`src/source/ooo_pkg.sv`:
```
`default_nettype none

package ooo_pkg;

    localparam int xlen         = 32;
    localparam int reg_count    = 32;
    localparam int reg_idx_bits = 5;
    localparam int rob_depth    = 8;
    localparam int rob_idx_bits = 3;
    localparam int tag_bits     = 4;
    localparam int rs_depth     = 4;
    localparam int rs_idx_bits  = 2;
    localparam int alu_op_bits  = 4;

    // ALU operation codes
    localparam logic [alu_op_bits-1:0] alu_add = 4'd0;
    localparam logic [alu_op_bits-1:0] alu_sub = 4'd1;
    localparam logic [alu_op_bits-1:0] alu_and = 4'd2;
    localparam logic [alu_op_bits-1:0] alu_or  = 4'd3;
    localparam logic [alu_op_bits-1:0] alu_xor = 4'd4;
    localparam logic [alu_op_bits-1:0] alu_slt = 4'd5;
    localparam logic [alu_op_bits-1:0] alu_sll = 4'd6;
    localparam logic [alu_op_bits-1:0] alu_srl = 4'd7;

    // MIPS major opcodes
    localparam logic [5:0] op_rtype = 6'h00;
    localparam logic [5:0] op_addi  = 6'h08;
    localparam logic [5:0] op_slti  = 6'h0a;
    localparam logic [5:0] op_andi  = 6'h0c;
    localparam logic [5:0] op_ori   = 6'h0d;
    localparam logic [5:0] op_xori  = 6'h0e;

    // R-type function field
    localparam logic [5:0] fn_sll = 6'h00;
    localparam logic [5:0] fn_srl = 6'h02;
    localparam logic [5:0] fn_add = 6'h20;
    localparam logic [5:0] fn_sub = 6'h22;
    localparam logic [5:0] fn_and = 6'h24;
    localparam logic [5:0] fn_or  = 6'h25;
    localparam logic [5:0] fn_xor = 6'h26;
    localparam logic [5:0] fn_slt = 6'h2a;

    // Same word seen as R-type or I-type
    typedef union packed {
        struct packed {
            logic [5:0]              opcode;
            logic [reg_idx_bits-1:0] rs;
            logic [reg_idx_bits-1:0] rt;
            logic [reg_idx_bits-1:0] rd;
            logic [reg_idx_bits-1:0] shamt;
            logic [5:0]              funct;
        } r;
        struct packed {
            logic [5:0]              opcode;
            logic [reg_idx_bits-1:0] rs;
            logic [reg_idx_bits-1:0] rt;
            logic [15:0]             imm;
        } i;
    } instr_t;

endpackage

`default_nettype wire

```
`src/source/reservation_station.sv`:
```
`timescale 1ns/1ps
`default_nettype none

module reservation_station import ooo_pkg::*; (
    input  logic                   clk,
    input  logic                   rst,
    input  logic                   alloc,
    input  logic [alu_op_bits-1:0] alu_op,
    input  logic                   use_imm,
    input  logic [xlen-1:0]        imm,
    input  logic [xlen-1:0]        a_val,
    input  logic [xlen-1:0]        b_val,
    input  logic [tag_bits-1:0]    a_tag,
    input  logic [tag_bits-1:0]    b_tag,
    input  logic                   a_ready,
    input  logic                   b_ready,
    input  logic [xlen-1:0]        a_data,
    input  logic [xlen-1:0]        b_data,
    input  logic [tag_bits-1:0]    new_tag,
    input  logic                   cdb_valid,
    input  logic [tag_bits-1:0]    cdb_tag,
    input  logic [xlen-1:0]        cdb_data,
    output logic                   rs_full,
    output logic                   dispatch_valid,
    output logic [alu_op_bits-1:0] disp_op,
    output logic [xlen-1:0]        disp_a,
    output logic [xlen-1:0]        disp_b,
    output logic [tag_bits-1:0]    disp_tag
);

    logic [rs_depth-1:0]    valid;
    logic [rs_depth-1:0]    a_rdy;
    logic [rs_depth-1:0]    b_rdy;
    logic [alu_op_bits-1:0] e_op   [rs_depth];
    logic [tag_bits-1:0]    e_tag  [rs_depth];
    logic [tag_bits-1:0]    a_wait [rs_depth];
    logic [tag_bits-1:0]    b_wait [rs_depth];
    logic [xlen-1:0]        a_opnd [rs_depth];
    logic [xlen-1:0]        b_opnd [rs_depth];
    // older[i][j] set when entry i was issued before entry j
    logic [rs_depth-1:0]    older  [rs_depth];
    logic [rs_depth-1:0]    ready;
    logic [rs_depth-1:0]    pick;
    logic [rs_depth-1:0]    wake_a;
    logic [rs_depth-1:0]    wake_b;
    logic [rs_idx_bits-1:0] sel_idx;
    logic [rs_idx_bits-1:0] free_idx;
    logic [xlen:0]          new_a;
    logic [xlen:0]          new_b;

    // Returns {ready, value} from the register file, the ROB or a CDB hit this cycle
    function automatic logic [xlen:0] resolve(input logic [xlen-1:0] rf_val,
                                               input logic [tag_bits-1:0] tag,
                                               input logic rob_rdy,
                                               input logic [xlen-1:0] rob_val);
        if (tag == '0)
            return {1'b1, rf_val};
        if (rob_rdy)
            return {1'b1, rob_val};
        if (cdb_valid && cdb_tag == tag)
            return {1'b1, cdb_data};
        return {1'b0, rf_val};
    endfunction

    always_comb begin
        new_a = resolve(a_val, a_tag, a_ready, a_data);
        if (use_imm)
            new_b = {1'b1, imm};
        else
            new_b = resolve(b_val, b_tag, b_ready, b_data);
    end

    always_comb begin
        ready  = valid & a_rdy & b_rdy;
        wake_a = '0;
        wake_b = '0;
        pick   = '0;
        for (int i = 0; i < rs_depth; i++) begin
            wake_a[i] = valid[i] && !a_rdy[i] && cdb_valid && cdb_tag == a_wait[i];
            wake_b[i] = valid[i] && !b_rdy[i] && cdb_valid && cdb_tag == b_wait[i];
            // Ready and no older ready entry
            pick[i] = ready[i] && ((ready & older_col(i)) == '0);
        end
        sel_idx  = '0;
        free_idx = '0;
        for (int i = rs_depth - 1; i >= 0; i--) begin
            if (pick[i])
                sel_idx = rs_idx_bits'(i);
            if (!valid[i])
                free_idx = rs_idx_bits'(i);
        end
    end

    // Entries older than entry i
    function automatic logic [rs_depth-1:0] older_col(input int i);
        logic [rs_depth-1:0] col;
        for (int j = 0; j < rs_depth; j++)
            col[j] = older[j][i];
        return col;
    endfunction

    assign rs_full        = &valid;
    assign dispatch_valid = |ready;
    assign disp_op        = e_op[sel_idx];
    assign disp_a         = a_opnd[sel_idx];
    assign disp_b         = b_opnd[sel_idx];
    assign disp_tag       = e_tag[sel_idx];

    always_ff @(posedge clk or posedge rst) begin
        if (rst) begin
            valid <= '0;
            a_rdy <= '0;
            b_rdy <= '0;
            for (int i = 0; i < rs_depth; i++)
                older[i] <= '0;
        end else begin
            a_rdy <= a_rdy | wake_a;
            b_rdy <= b_rdy | wake_b;
            if (dispatch_valid)
                valid[sel_idx] <= 1'b0;
            if (alloc) begin
                valid[free_idx] <= 1'b1;
                a_rdy[free_idx] <= new_a[xlen];
                b_rdy[free_idx] <= new_b[xlen];
                older[free_idx] <= '0;
                // Everything already waiting is older than the new entry
                for (int j = 0; j < rs_depth; j++)
                    older[j][free_idx] <= valid[j];
            end
        end
    end

    always_ff @(posedge clk) begin
        for (int i = 0; i < rs_depth; i++) begin
            if (wake_a[i])
                a_opnd[i] <= cdb_data;
            if (wake_b[i])
                b_opnd[i] <= cdb_data;
        end
        if (alloc) begin
            e_op[free_idx]   <= alu_op;
            e_tag[free_idx]  <= new_tag;
            a_wait[free_idx] <= a_tag;
            b_wait[free_idx] <= b_tag;
            a_opnd[free_idx] <= new_a[xlen-1:0];
            b_opnd[free_idx] <= new_b[xlen-1:0];
        end
    end

endmodule

`default_nettype wire

```
`config.mk`:
```
export PLATFORM = sky130hd
export DESIGN_NAME = reservation_station
export DESIGN_NICKNAME = d
export VERILOG_FILES = /design/src/source/ooo_pkg.sv /design/src/source/reservation_station.sv
export SDC_FILE = /design/constraint.sdc
export NUM_CORES = 1
export LEC_CHECK = 0
export BUFFER_PORTS_ARGS = -buffer_cell sky130_fd_sc_hd__buf_2
export CAP_MARGIN = 15
export CELL_PAD_IN_SITES_DETAIL_PLACEMENT = 0
export CELL_PAD_IN_SITES_GLOBAL_PLACEMENT = 1
export CORE_MARGIN = 2
export CORE_UTILIZATION = 30
export CTS_BUF_LIST = sky130_fd_sc_hd__clkbuf_4 sky130_fd_sc_hd__clkbuf_8
export CTS_CLUSTER_DIAMETER = 40
export CTS_CLUSTER_SIZE = 24
export DETAILED_ROUTE_END_ITERATION = 16
export PLACE_DENSITY = 0.65
export SYNTH_ARGS = -nofsm -noshare
export SYNTH_HDL_FRONTEND = slang
export SYNTH_SLANG_ARGS = --single-unit
export TNS_END_PERCENT = 5
```
`constraint.sdc`:
```
create_clock -name clk -period 8.1 [get_ports clk]
set_clock_uncertainty 0.2 [all_clocks]
set_input_delay 2.025 -clock clk [delete_from_list [all_inputs] [get_ports clk]]
set_output_delay 2.025 -clock clk [all_outputs]
set_load 0.02 [all_outputs]
```
==> reports/metrics.cfg, run 1 <==
[run_status]
status = finished clean

[route]
vias_per_cell = 5.11
vias = 13700
wl_um = 58700
drt_pass1_iterations = 5
routedWlPerCell_um = 21.9
drc_errors = 0
drtIter0Drc = 1008
ant_nets = 0

[sta]
finalCriticalPeriod_ps = 6160
hold_violations = 0
fin_crit_sh_pct = 76.1
max_freq_mhz = 162
slew_headroom_pct = 24.2
worst_pin_slew_ps = 1140
rsz0062_at_grt = false
slew_viol_final = 0
tns_ps = 0
finalSetupViolCount = 0

[synth]
netlist.area_leader.share_pct = 52.5
synth_edf_count = 320
syn_area_um2 = 18300
yosys.area.top_type = edfxtp_1
syn-num-nets = 1822
synth_flop_cell = edfxtp_1
ys_top_cells_by_count = edfxtp_1, mux2i_1, nand2_1
synth.avg_cell_area_um2 = 11.4
synth_area_leaders = edfxtp_1, mux2i_1, nand2_1
syn_inst = 1603
synth-seq-cells = 348
synth.yosys.seq_area_share_pct = 56.4
synthArstFlopShare_pct = 8.05
synth.distinct_cells = 55
yosysMostFrequentCell = edfxtp_1
yosysWarnings = 0

[finish]
final_util_pct = 36.0
drive_above_1_share_pct = 27.1
stdcell_count = 2682
num-nets-final = 2062
area_growth_pct = 18.7

[grt]
grt_pass1_vias = 13600
grt.overflow.total = 0
grt_max_degree = 82
grt_pass1_wl_um = 86000
antenna_found_initial = 8
grt_usage_pct = 18.5

[power]
comb_power_share_pct = 46.8
swShare_pct = 42.6
clkPwrFrac_pct = 22.5
p_per_area_nw_per_um2 = 394
seqPwrFrac_pct = 30.7
vdd_ir_drop_max_mv = 0.229
power.internal_mw = 4.91
p_sw_mw = 3.65
p_leak_nw = 8.11

[die]
die_y_um = 251
design.die.area_um2 = 63000
start_util_pct = 30.3
rows = 90
die_w_um = 251
io_pins = 293
design.core.area_um2 = 60400

[setup_path]
crit_required_ps = 5880
path_cells = and4_1 > or3_4 > nor2_4 > o211a_4 > buf_4 > mux2i_1 > mux2i_1 > buf_2
setup.worst_path.end_class = output port
worst_path_max_delay_cell = o211a_4
crit_path_start_kind = flip-flop
r2r_slack_ps = 4800
critPathArrivalTime_ps = 3940
cpMostUsedCell = mux2i_1
cp_max_fo = 32
crit_type = reg2out
slowest_delay_ps = 650

[clock_tree]
postCtsSetupRepairBufs = 0
clk_pin_slew_worst_paths_ps = 70
cts_inserted_buffers = 67
h-tree-depth = 3
cts_resized = 0
numClockSinks = 348
cts_tree = built
clk_path_buf_depth = 3
insertion_delay_ps = 650
cts_hold_buf = 0
root_buffer = clkbuf_8

[placed_design]
gp_congestion = 0.850
port_buffers = 292
dp_hpwl_um = 37000
place_inst = 2555

[job]
drv_cap = 0

[worst_hold_path]
hold_class = reg2reg

[path summary, 6_finish.rpt]
kind,from,endpoint,depth (start not counted)
max,valid[3],disp_a[4],8
min,older[2],older[2],1
max in group asynchronous,rst,asynchronous set/reset pin,3
min in group asynchronous,rst,older[11],2
min reg2reg,older[2],older[2],1
max reg2reg,valid[1],a_opnd[2][3],5
[critical path: cells and delay by family (launching register included)]
family                 cells  cell delay, ps
buffers and inverters      2             840
multiplexers               2             450
AO/OA/AOI/OAI              1             650
flip-flops                 1             530
AND/OR/NAND/NOR            3             730
[metrics by stage]
| stage | hold WS, ps | setup slack, ps | area, um2 | power [mW] |
|---|---|---|---|---|
| detailed placement | 278 | 2630 | 20200 | 6.73 |
| finish | 296 | 1940 | 21700 | 8.56 |
| floorplan | 243 | 1440 | 18300 | 5.64 |
| global placement | 271 | 2650 | 20200 | 6.70 |
| global route | 315 | 1700 | 21700 | 9.03 |
| CTS | 297 | 1880 | 21700 | 8.68 |
[layer usage]
metal	global-route usage, %	part of all wire, %	up-vias
met5	0	0.075	-
met4	7.04	3.3	8
met3	4.89	7.1	116
met2	30.1	47	482
met1	23.5	42	6629
li1	-	-	6470
[power by group through the flow]
stage	Sequential, mW	Combinational, mW	Clock (mW)
global placement	2.65	4.05	0
CTS	2.63	4.07	1.98
finish	2.63	4.01	1.92
detailed placement	2.66	4.07	0
global route	2.66	4.32	2.05
floorplan	2.62	3.02	0
[area by class of cell]
type / instances / area, um2
repair buffers: 321 / 1710
diodes: 2 / 5.00
inverters: 16 / 65.1
multi-input cells: 1089 / 7150
flip-flops and latches: 348 / 10300
clock buffers: 72 / 966
clock inverters: 52 / 512
well taps: 782 / 978
fillers: 6032 / 38700
[placed cells by master (no fill, tap or decap), types with 46 or more instances in the layout]
master | Yosys | final
a21oi_1 | 57 | 57
a31oi_1 | 110 | 110
buf_2 | 24 | 292
clkbuf_8 | 0 | 68
edfxtp_1 | 320 | 320
mux2i_1 | 243 | 243
nand2_1 | 188 | 185
nor2_1 | 133 | 133
o21ai_0 | 116 | 116
o21ai_1 | 46 | 46
[registers in the layout, indices dropped and copies added (netlist names), named ones only]
signal	cells
b_rdy	4
valid	4
older	12
e_op	16
a_opnd	128
b_opnd	128
a_wait	16
e_tag	16
a_rdy	4
b_wait	16
[kinds of logic after synthesis]
logic type / share of synthesized area [%]
buffers and inverters: 5.03
AO/OA/AOI/OAI: 13.6
XOR/XNOR: 1.92
multiplexers: 13.3
AND/OR/NAND/NOR: 9.75
flip-flops: 56.4
No activity file was read; power rests on OpenSTA's default activity.
==> run 2, diff against run 1 <==
--- a/config.mk
+++ b/config.mk
@@ -15,7 +15,7 @@
 export CTS_CLUSTER_DIAMETER = 40
 export CTS_CLUSTER_SIZE = 24
 export DETAILED_ROUTE_END_ITERATION = 16
-export PLACE_DENSITY = 0.65
+export PLACE_DENSITY = 0.67
 export SYNTH_ARGS = -nofsm -noshare
 export SYNTH_HDL_FRONTEND = slang
 export SYNTH_SLANG_ARGS = --single-unit
==> constraint.sdc (replaced) <==
create_clock -name clk -period 5.6 [get_ports clk]
set_clock_uncertainty 0.2 [all_clocks]
set_input_delay 1.4 -clock clk [delete_from_list [all_inputs] [get_ports clk]]
set_output_delay 1.4 -clock clk [all_outputs]
set_load 0.02 [all_outputs]
==> reports/metrics.cfg, run 2 (synthesized netlist as in run 1, its figures left out) <==
[die]
design.die.area_um2 = 63000  ; unchanged
design.core.area_um2 = 60400  ; unchanged
io_pins = 293  ; unchanged
die_w_um = 251  ; unchanged
die_y_um = 251  ; unchanged
start_util_pct = 30.3  ; unchanged
rows = 90  ; unchanged

[route]
drt_pass1_iterations = 7  ; was 5
vias_per_cell = 5.10  ; was 5.11
wl_um = 59300  ; was 58,700 um
vias = 13700  ; about the same
drtIter0Drc = 1109  ; was 1,008
ant_nets = 0  ; unchanged
routedWlPerCell_um = 22.1  ; was 21.9 um
drc_errors = 0  ; unchanged

[clock_tree]
cts_tree = built  ; unchanged
cts_inserted_buffers = 60  ; was 67
cts_resized = 0  ; unchanged
h-tree-depth = 2  ; was 3
clk_pin_slew_worst_paths_ps = 70  ; about the same
postCtsSetupRepairBufs = 0  ; unchanged
root_buffer = clkbuf_8  ; unchanged
cts_hold_buf = 0  ; unchanged
clk_path_buf_depth = 3  ; unchanged
insertion_delay_ps = 670  ; was 650 ps
numClockSinks = 348  ; unchanged

[finish]
largestRegisters = a_opnd x128, b_opnd x128  ; unchanged
multi_input_area_um2 = 7180  ; was 7150 um2
num-nets-final = 2063  ; was 2,062
stdcell_area_um2 = 21700  ; about the same
drive_above_1_share_pct = 26.9  ; was 27.1%
seqCellArea_um2 = 10300  ; unchanged
final_common_cell = edfxtp_1  ; unchanged
area_growth_pct = 18.4  ; was 18.7%
fillers = 6041  ; was 6,032
layout_common_cells = edfxtp_1, buf_2, mux2i_1  ; unchanged

[worst_hold_path]
hold_depth = 1  ; unchanged
hold_class = reg2reg  ; unchanged
min_from = older[2]  ; unchanged
holdPathEnd = older[2]  ; unchanged

[run_status]
status = finished clean  ; unchanged

[placed_design]
detailedPlace.worstSlack_ps = 1040  ; was 2630 ps
place_area_um2 = 20300  ; was 20,200 um2
dp_hpwl_um = 38600  ; was 37,000 um
port_buffers = 292  ; unchanged
gp_congestion = 0.828  ; was 0.850

[sta]
max_freq_mhz = 194
worst_pin_slew_ps = 1030  ; was 1140 ps
finalSetupViolCount = 0  ; unchanged
fin_ws_ps = 438  ; was 1940 ps
slew_headroom_pct = 31.1  ; was 24.2%
rsz0062_at_grt = false  ; unchanged
finalCriticalPeriod_ps = 5160
hold_violations = 0  ; unchanged
fin_crit_sh_pct = 92.2
slew_viol_final = 0  ; unchanged

[setup_path]
startpoint = valid[0]  ; was valid[3]
ff2ff_path_depth = 6  ; was 5
slowest_delay_ps = 660  ; was 650 ps
crit_required_ps = 4000  ; was 5880 ps
path_cells = and3_1 > a2bb2oi_1 > nand4b_1 > o211a_4 > buf_4 > mux2i_1 > mux2i_1 > buf_2  ; was and4_1 > or3_4 > nor2_4 > o211a_4 > buf_4 > mux2i_1 > mux2i_1 > buf_2
rr_startpoint = valid[0]  ; was valid[1]
crit_path_start_kind = flip-flop  ; unchanged
setup.worst_path.end_class = output port  ; unchanged
crit_type = reg2out  ; unchanged
worst_path_max_delay_cell = dfrtp_1  ; was o211a_4
cp_max_fo = 28  ; was 32
worst-path-buf-inv = 2  ; unchanged
path_delay_family = compound AO/OA/AOI/OAI gates  ; was buffers and inverters
timing.rr.end = b_opnd[3][14]  ; was a_opnd[2][3]
cpMostUsedCell = mux2i_1  ; unchanged
critPathArrivalTime_ps = 3560  ; was 3940 ps
r2r_slack_ps = 2350  ; was 4800 ps

[grt]
antenna_found_initial = 7  ; was 8
grt_usage_pct = 18.5  ; about the same
grt.overflow.total = 0  ; unchanged
grt_pass1_wl_um = 86400  ; was 86,000 um
grt_max_degree = 74  ; was 82
grt_pass1_vias = 13700  ; was 13,600

[power]
p_leak_nw = 8.09  ; was 8.11 nW
p_per_area_nw_per_um2 = 562  ; was 394 nW/um2
vdd_ir_drop_max_mv = 0.448  ; was 0.229 mV

[job]
drv_cap = 0  ; unchanged

==> run 2: changes by cell type in the layout (fill, tap and decap cells not counted), sizes merged <==
cell      before  now
buf          321  329
bufinv         6    5
clkbuf        72   64
clkinv        26   25
clkinvlp       7    9
inv           29   24
==> run 2: routing by layer <==
metal  wire length [um]  GRT usage (%)
met5                 35              0
met4               1670           6.24
met3               4010           4.10
met2              28100           30.9
met1              25400           23.8
==> run 2: metrics by stage <==
| stage | TNS [ps] | util, % | total power, mW | hold slack (ps) | std cells |
|---|---|---|---|---|---|
| final | 0 | 35.9 | 12.2 | 299 | 2677 |
| after global routing | 0 | 35.9 | 12.8 | 330 | 2677 |
| after CTS | 0 | 35.8 | 12.3 | 300 | 2674 |
| after detailed placement | 0 | 33.6 | 9.77 | 285 | 2563 |
| after global placement | 0 | 33.6 | 9.69 | 291 | 2563 |
| after floorplan | -71000 | - | 8.16 | 243 | 1603 |
==> run 2: how the worst max path moves through the flow <==
stage	slack [ps]	end	cells past startpoint
after floorplan	-360	a_opnd[0][0]	4
final	440	disp_a[0]	8
after global routing	130	disp_a[0]	8
after detailed placement	1040	disp_a[0]	8
after CTS	280	disp_a[0]	8
after global placement	1070	disp_a[0]	8
==> run 2: power by group <==
group	switching, mW	internal (mW)	leakage (nW)
Sequential	0.230	3.57	3.27
Clock	1.20	1.33	0.647
Combinational	3.76	2.07	4.17
==> run 2: final cells by class <==
class                   instances  share of cell area [%]
flip-flops and latches        348                    47.6
multi-input cells            1089                    33.2
repair buffers                329                    8.30
well taps                     782                    4.52
clock buffers                  64                    3.98
clock inverters                47                    2.09
inverters                      16                   0.300
diodes                          2                  0.0231
==> run 3, diff against run 2 <==
--- a/config.mk
+++ b/config.mk
@@ -7,15 +7,13 @@
 export LEC_CHECK = 0
 export BUFFER_PORTS_ARGS = -buffer_cell sky130_fd_sc_hd__buf_2
 export CAP_MARGIN = 15
-export CELL_PAD_IN_SITES_DETAIL_PLACEMENT = 0
-export CELL_PAD_IN_SITES_GLOBAL_PLACEMENT = 1
 export CORE_MARGIN = 2
 export CORE_UTILIZATION = 30
 export CTS_BUF_LIST = sky130_fd_sc_hd__clkbuf_4 sky130_fd_sc_hd__clkbuf_8
 export CTS_CLUSTER_DIAMETER = 40
 export CTS_CLUSTER_SIZE = 24
 export DETAILED_ROUTE_END_ITERATION = 16
-export PLACE_DENSITY = 0.67
+export PLACE_DENSITY = 0.57
 export SYNTH_ARGS = -nofsm -noshare
 export SYNTH_HDL_FRONTEND = slang
 export SYNTH_SLANG_ARGS = --single-unit
==> reports/metrics.cfg, run 3 (synthesized netlist as in run 1, its figures left out) <==
[route]
vias_per_cell = 5.07  ; was 5.10
routedWlPerCell_um = 21.6  ; was 22.1 um
vias = 13600  ; was 13,700
ant_nets = 0  ; unchanged
wl_um = 57700  ; was 59,300 um
drtIter0Drc = 1011  ; was 1,109
drt_pass1_iterations = 5  ; was 7
drc_errors = 0  ; unchanged

[setup_path]
critPathCapture = disp_a[15]  ; was disp_a[0]
crit_required_ps = 4000  ; about the same
cp_max_fo = 42  ; was 28
startpoint = valid[3]  ; was valid[0]
setup.worst_path.end_class = output port  ; unchanged
crit_type = reg2out  ; unchanged
critPathArrivalTime_ps = 3630  ; was 3560 ps
timing.rr.end = b_opnd[3][6]  ; was b_opnd[3][14]
crit_path_start_kind = flip-flop  ; unchanged
r2r_slack_ps = 2580  ; was 2350 ps
worst_path_max_delay_cell = o211a_4  ; was dfrtp_1
path_cells = and4_1 > or3_4 > nor2_4 > o211a_4 > buf_12 > mux2i_1 > mux2i_1 > buf_2  ; was and3_1 > a2bb2oi_1 > nand4b_1 > o211a_4 > buf_4 > mux2i_1 > mux2i_1 > buf_2
ff2ff_path_depth = 5  ; was 6
cpMostUsedCell = mux2i_1  ; unchanged
slowest_delay_ps = 730  ; was 660 ps
rr_startpoint = valid[0]  ; unchanged

[placed_design]
gp_congestion = 0.847  ; was 0.828
port_buffers = 292  ; unchanged
dp_hpwl_um = 37700  ; was 38,600 um
place_inst = 2562  ; was 2,563

[finish]
layout_common_cells = edfxtp_1, buf_2, mux2i_1  ; unchanged
area_growth_pct = 18.5  ; was 18.4%
final_common_cell = edfxtp_1  ; unchanged
largestRegisters = a_opnd x128, b_opnd x128  ; unchanged
drive_above_1_share_pct = 27.1  ; was 26.9%
fillers = 5961  ; was 6,041
stdcell_count = 2673  ; was 2,677
num-nets-final = 2059  ; was 2,063

[clock_tree]
cts_hold_buf = 0  ; unchanged
h-tree-depth = 2  ; unchanged
clk_pin_slew_worst_paths_ps = 70  ; about the same
postCtsSetupRepairBufs = 0  ; unchanged
cts_inserted_buffers = 57  ; was 60
cts_tree = built  ; unchanged
cts_resized = 0  ; unchanged
numClockSinks = 348  ; unchanged
insertion_delay_ps = 660  ; was 670 ps
clk_path_buf_depth = 3  ; unchanged
root_buffer = clkbuf_8  ; unchanged

[sta]
worst_pin_slew_ps = 994  ; was 1030 ps
slew_headroom_pct = 33.5  ; was 31.1%
rsz0062_at_grt = false  ; unchanged
finalSetupViolCount = 0  ; unchanged
slew_viol_final = 0  ; unchanged
max_freq_mhz = 191  ; was 194 MHz
hold_violations = 0  ; unchanged
finalCriticalPeriod_ps = 5230  ; was 5160 ps
fin_crit_sh_pct = 93.4  ; was 92.2%
whs_ps = 288  ; was 299 ps

[worst_hold_path]
hold_class = reg2reg  ; unchanged
min_from = older[2]  ; unchanged

[power]
p_sw_mw = 5.16  ; was 5.19 mW
seqPwrFrac_pct = 31.2  ; was 31.3%
power.internal_mw = 7.05  ; was 6.97 mW
comb_power_share_pct = 47.6  ; was 47.9%
clkPwrFrac_pct = 21.2  ; was 20.8%
swShare_pct = 42.3  ; was 42.7%
vdd_ir_drop_max_mv = 0.333  ; was 0.448 mV
p_leak_nw = 8.11  ; was 8.09 nW
p_per_area_nw_per_um2 = 563  ; was 562 nW/um2

[run_status]
status = finished clean  ; unchanged

[die]
die_w_um = 251  ; unchanged
die_y_um = 251  ; unchanged
rows = 90  ; unchanged
start_util_pct = 30.3  ; unchanged
io_pins = 293  ; unchanged
design.core.area_um2 = 60400  ; unchanged
design.die.area_um2 = 63000  ; unchanged

[grt]
globalRouteMet1Util_pct = 23.7  ; was 23.8%
grt_usage_pct = 18.1  ; was 18.5%
grt_use_met2_pct = 30.5  ; was 30.9%
top_usage_layer = met2  ; unchanged
gr-usage-met3_pct = 3.81  ; was 4.10%
antenna_found_initial = 8  ; was 7
grt.overflow.total = 0  ; unchanged
grt_max_degree = 72  ; was 74
grt_pass1_vias = 13400  ; was 13,700
grt_pass1_wl_um = 85100  ; was 86,400 um

[job]
drv_cap = 0  ; unchanged

==> run 3: routing by layer <==
layer  vias to the layer above  share of wire [%]  wire (um)
met2                       477                 48      27900
met4                        10                1.8       1050
li1                       6458                  -          -
met3                        73                6.4       3700
met5                         -               0.11         64
met1                      6543                 43      25000
==> run 3: how the worst min path moves through the flow <==
stage / end / depth (start not counted)
final: older[2] / 1
after global routing: older[2] / 1
after CTS: older[2] / 1
after detailed placement: older[11] / 2
after global placement: older[11] / 2
after floorplan: flip-flop / 1
==> run 3: cell type report <==
class | count | area (um2) | share of cell area, %
timing repair buffer | 328 | 1780 | 8.20
antenna | 3 | 7.51 | 0.0346
inverter | 16 | 65.1 | 0.300
sequential | 348 | 10300 | 47.6
tap | 782 | 978 | 4.52
clock inverter | 40 | 475 | 2.19
clock buffer | 67 | 872 | 4.02
multi-input combinational | 1089 | 7180 | 33.2
==> run 3: per-stage QoR <==
stage	setup slack, ps	setup TNS (ps)	total power, mW	cell area, um2	utilization (%)
6_report	370	0	12.2	21700	35.9
5_1_grt	165	0	12.9	21700	35.9
4_1_cts	291	0	12.4	21600	35.8
3_5_place_dp	1020	0	9.76	20300	33.6
3_3_place_gp	1080	0	9.68	20300	33.6
2_1_floorplan	-359	-71000	8.16	18300	-
==> run 3: power groups by stage <==
stage	clock (mW)	sequential (mW)	combinational, mW
6_report	2.59	3.81	5.81
3_5_place_dp	0	3.86	5.90
3_3_place_gp	0	3.85	5.83
2_1_floorplan	0	3.79	4.37
5_1_grt	2.77	3.86	6.25
4_1_cts	2.66	3.81	5.90
==> run 3: critical path, delay by kind of cell, from the launching register on <==
kind / cells / cell delay [ps]
DFF: 1 / 530
muxes: 2 / 360
AOI/OAI and AO/OA: 1 / 730
buffers and inverters: 2 / 580
and+or+nand+nor: 3 / 710
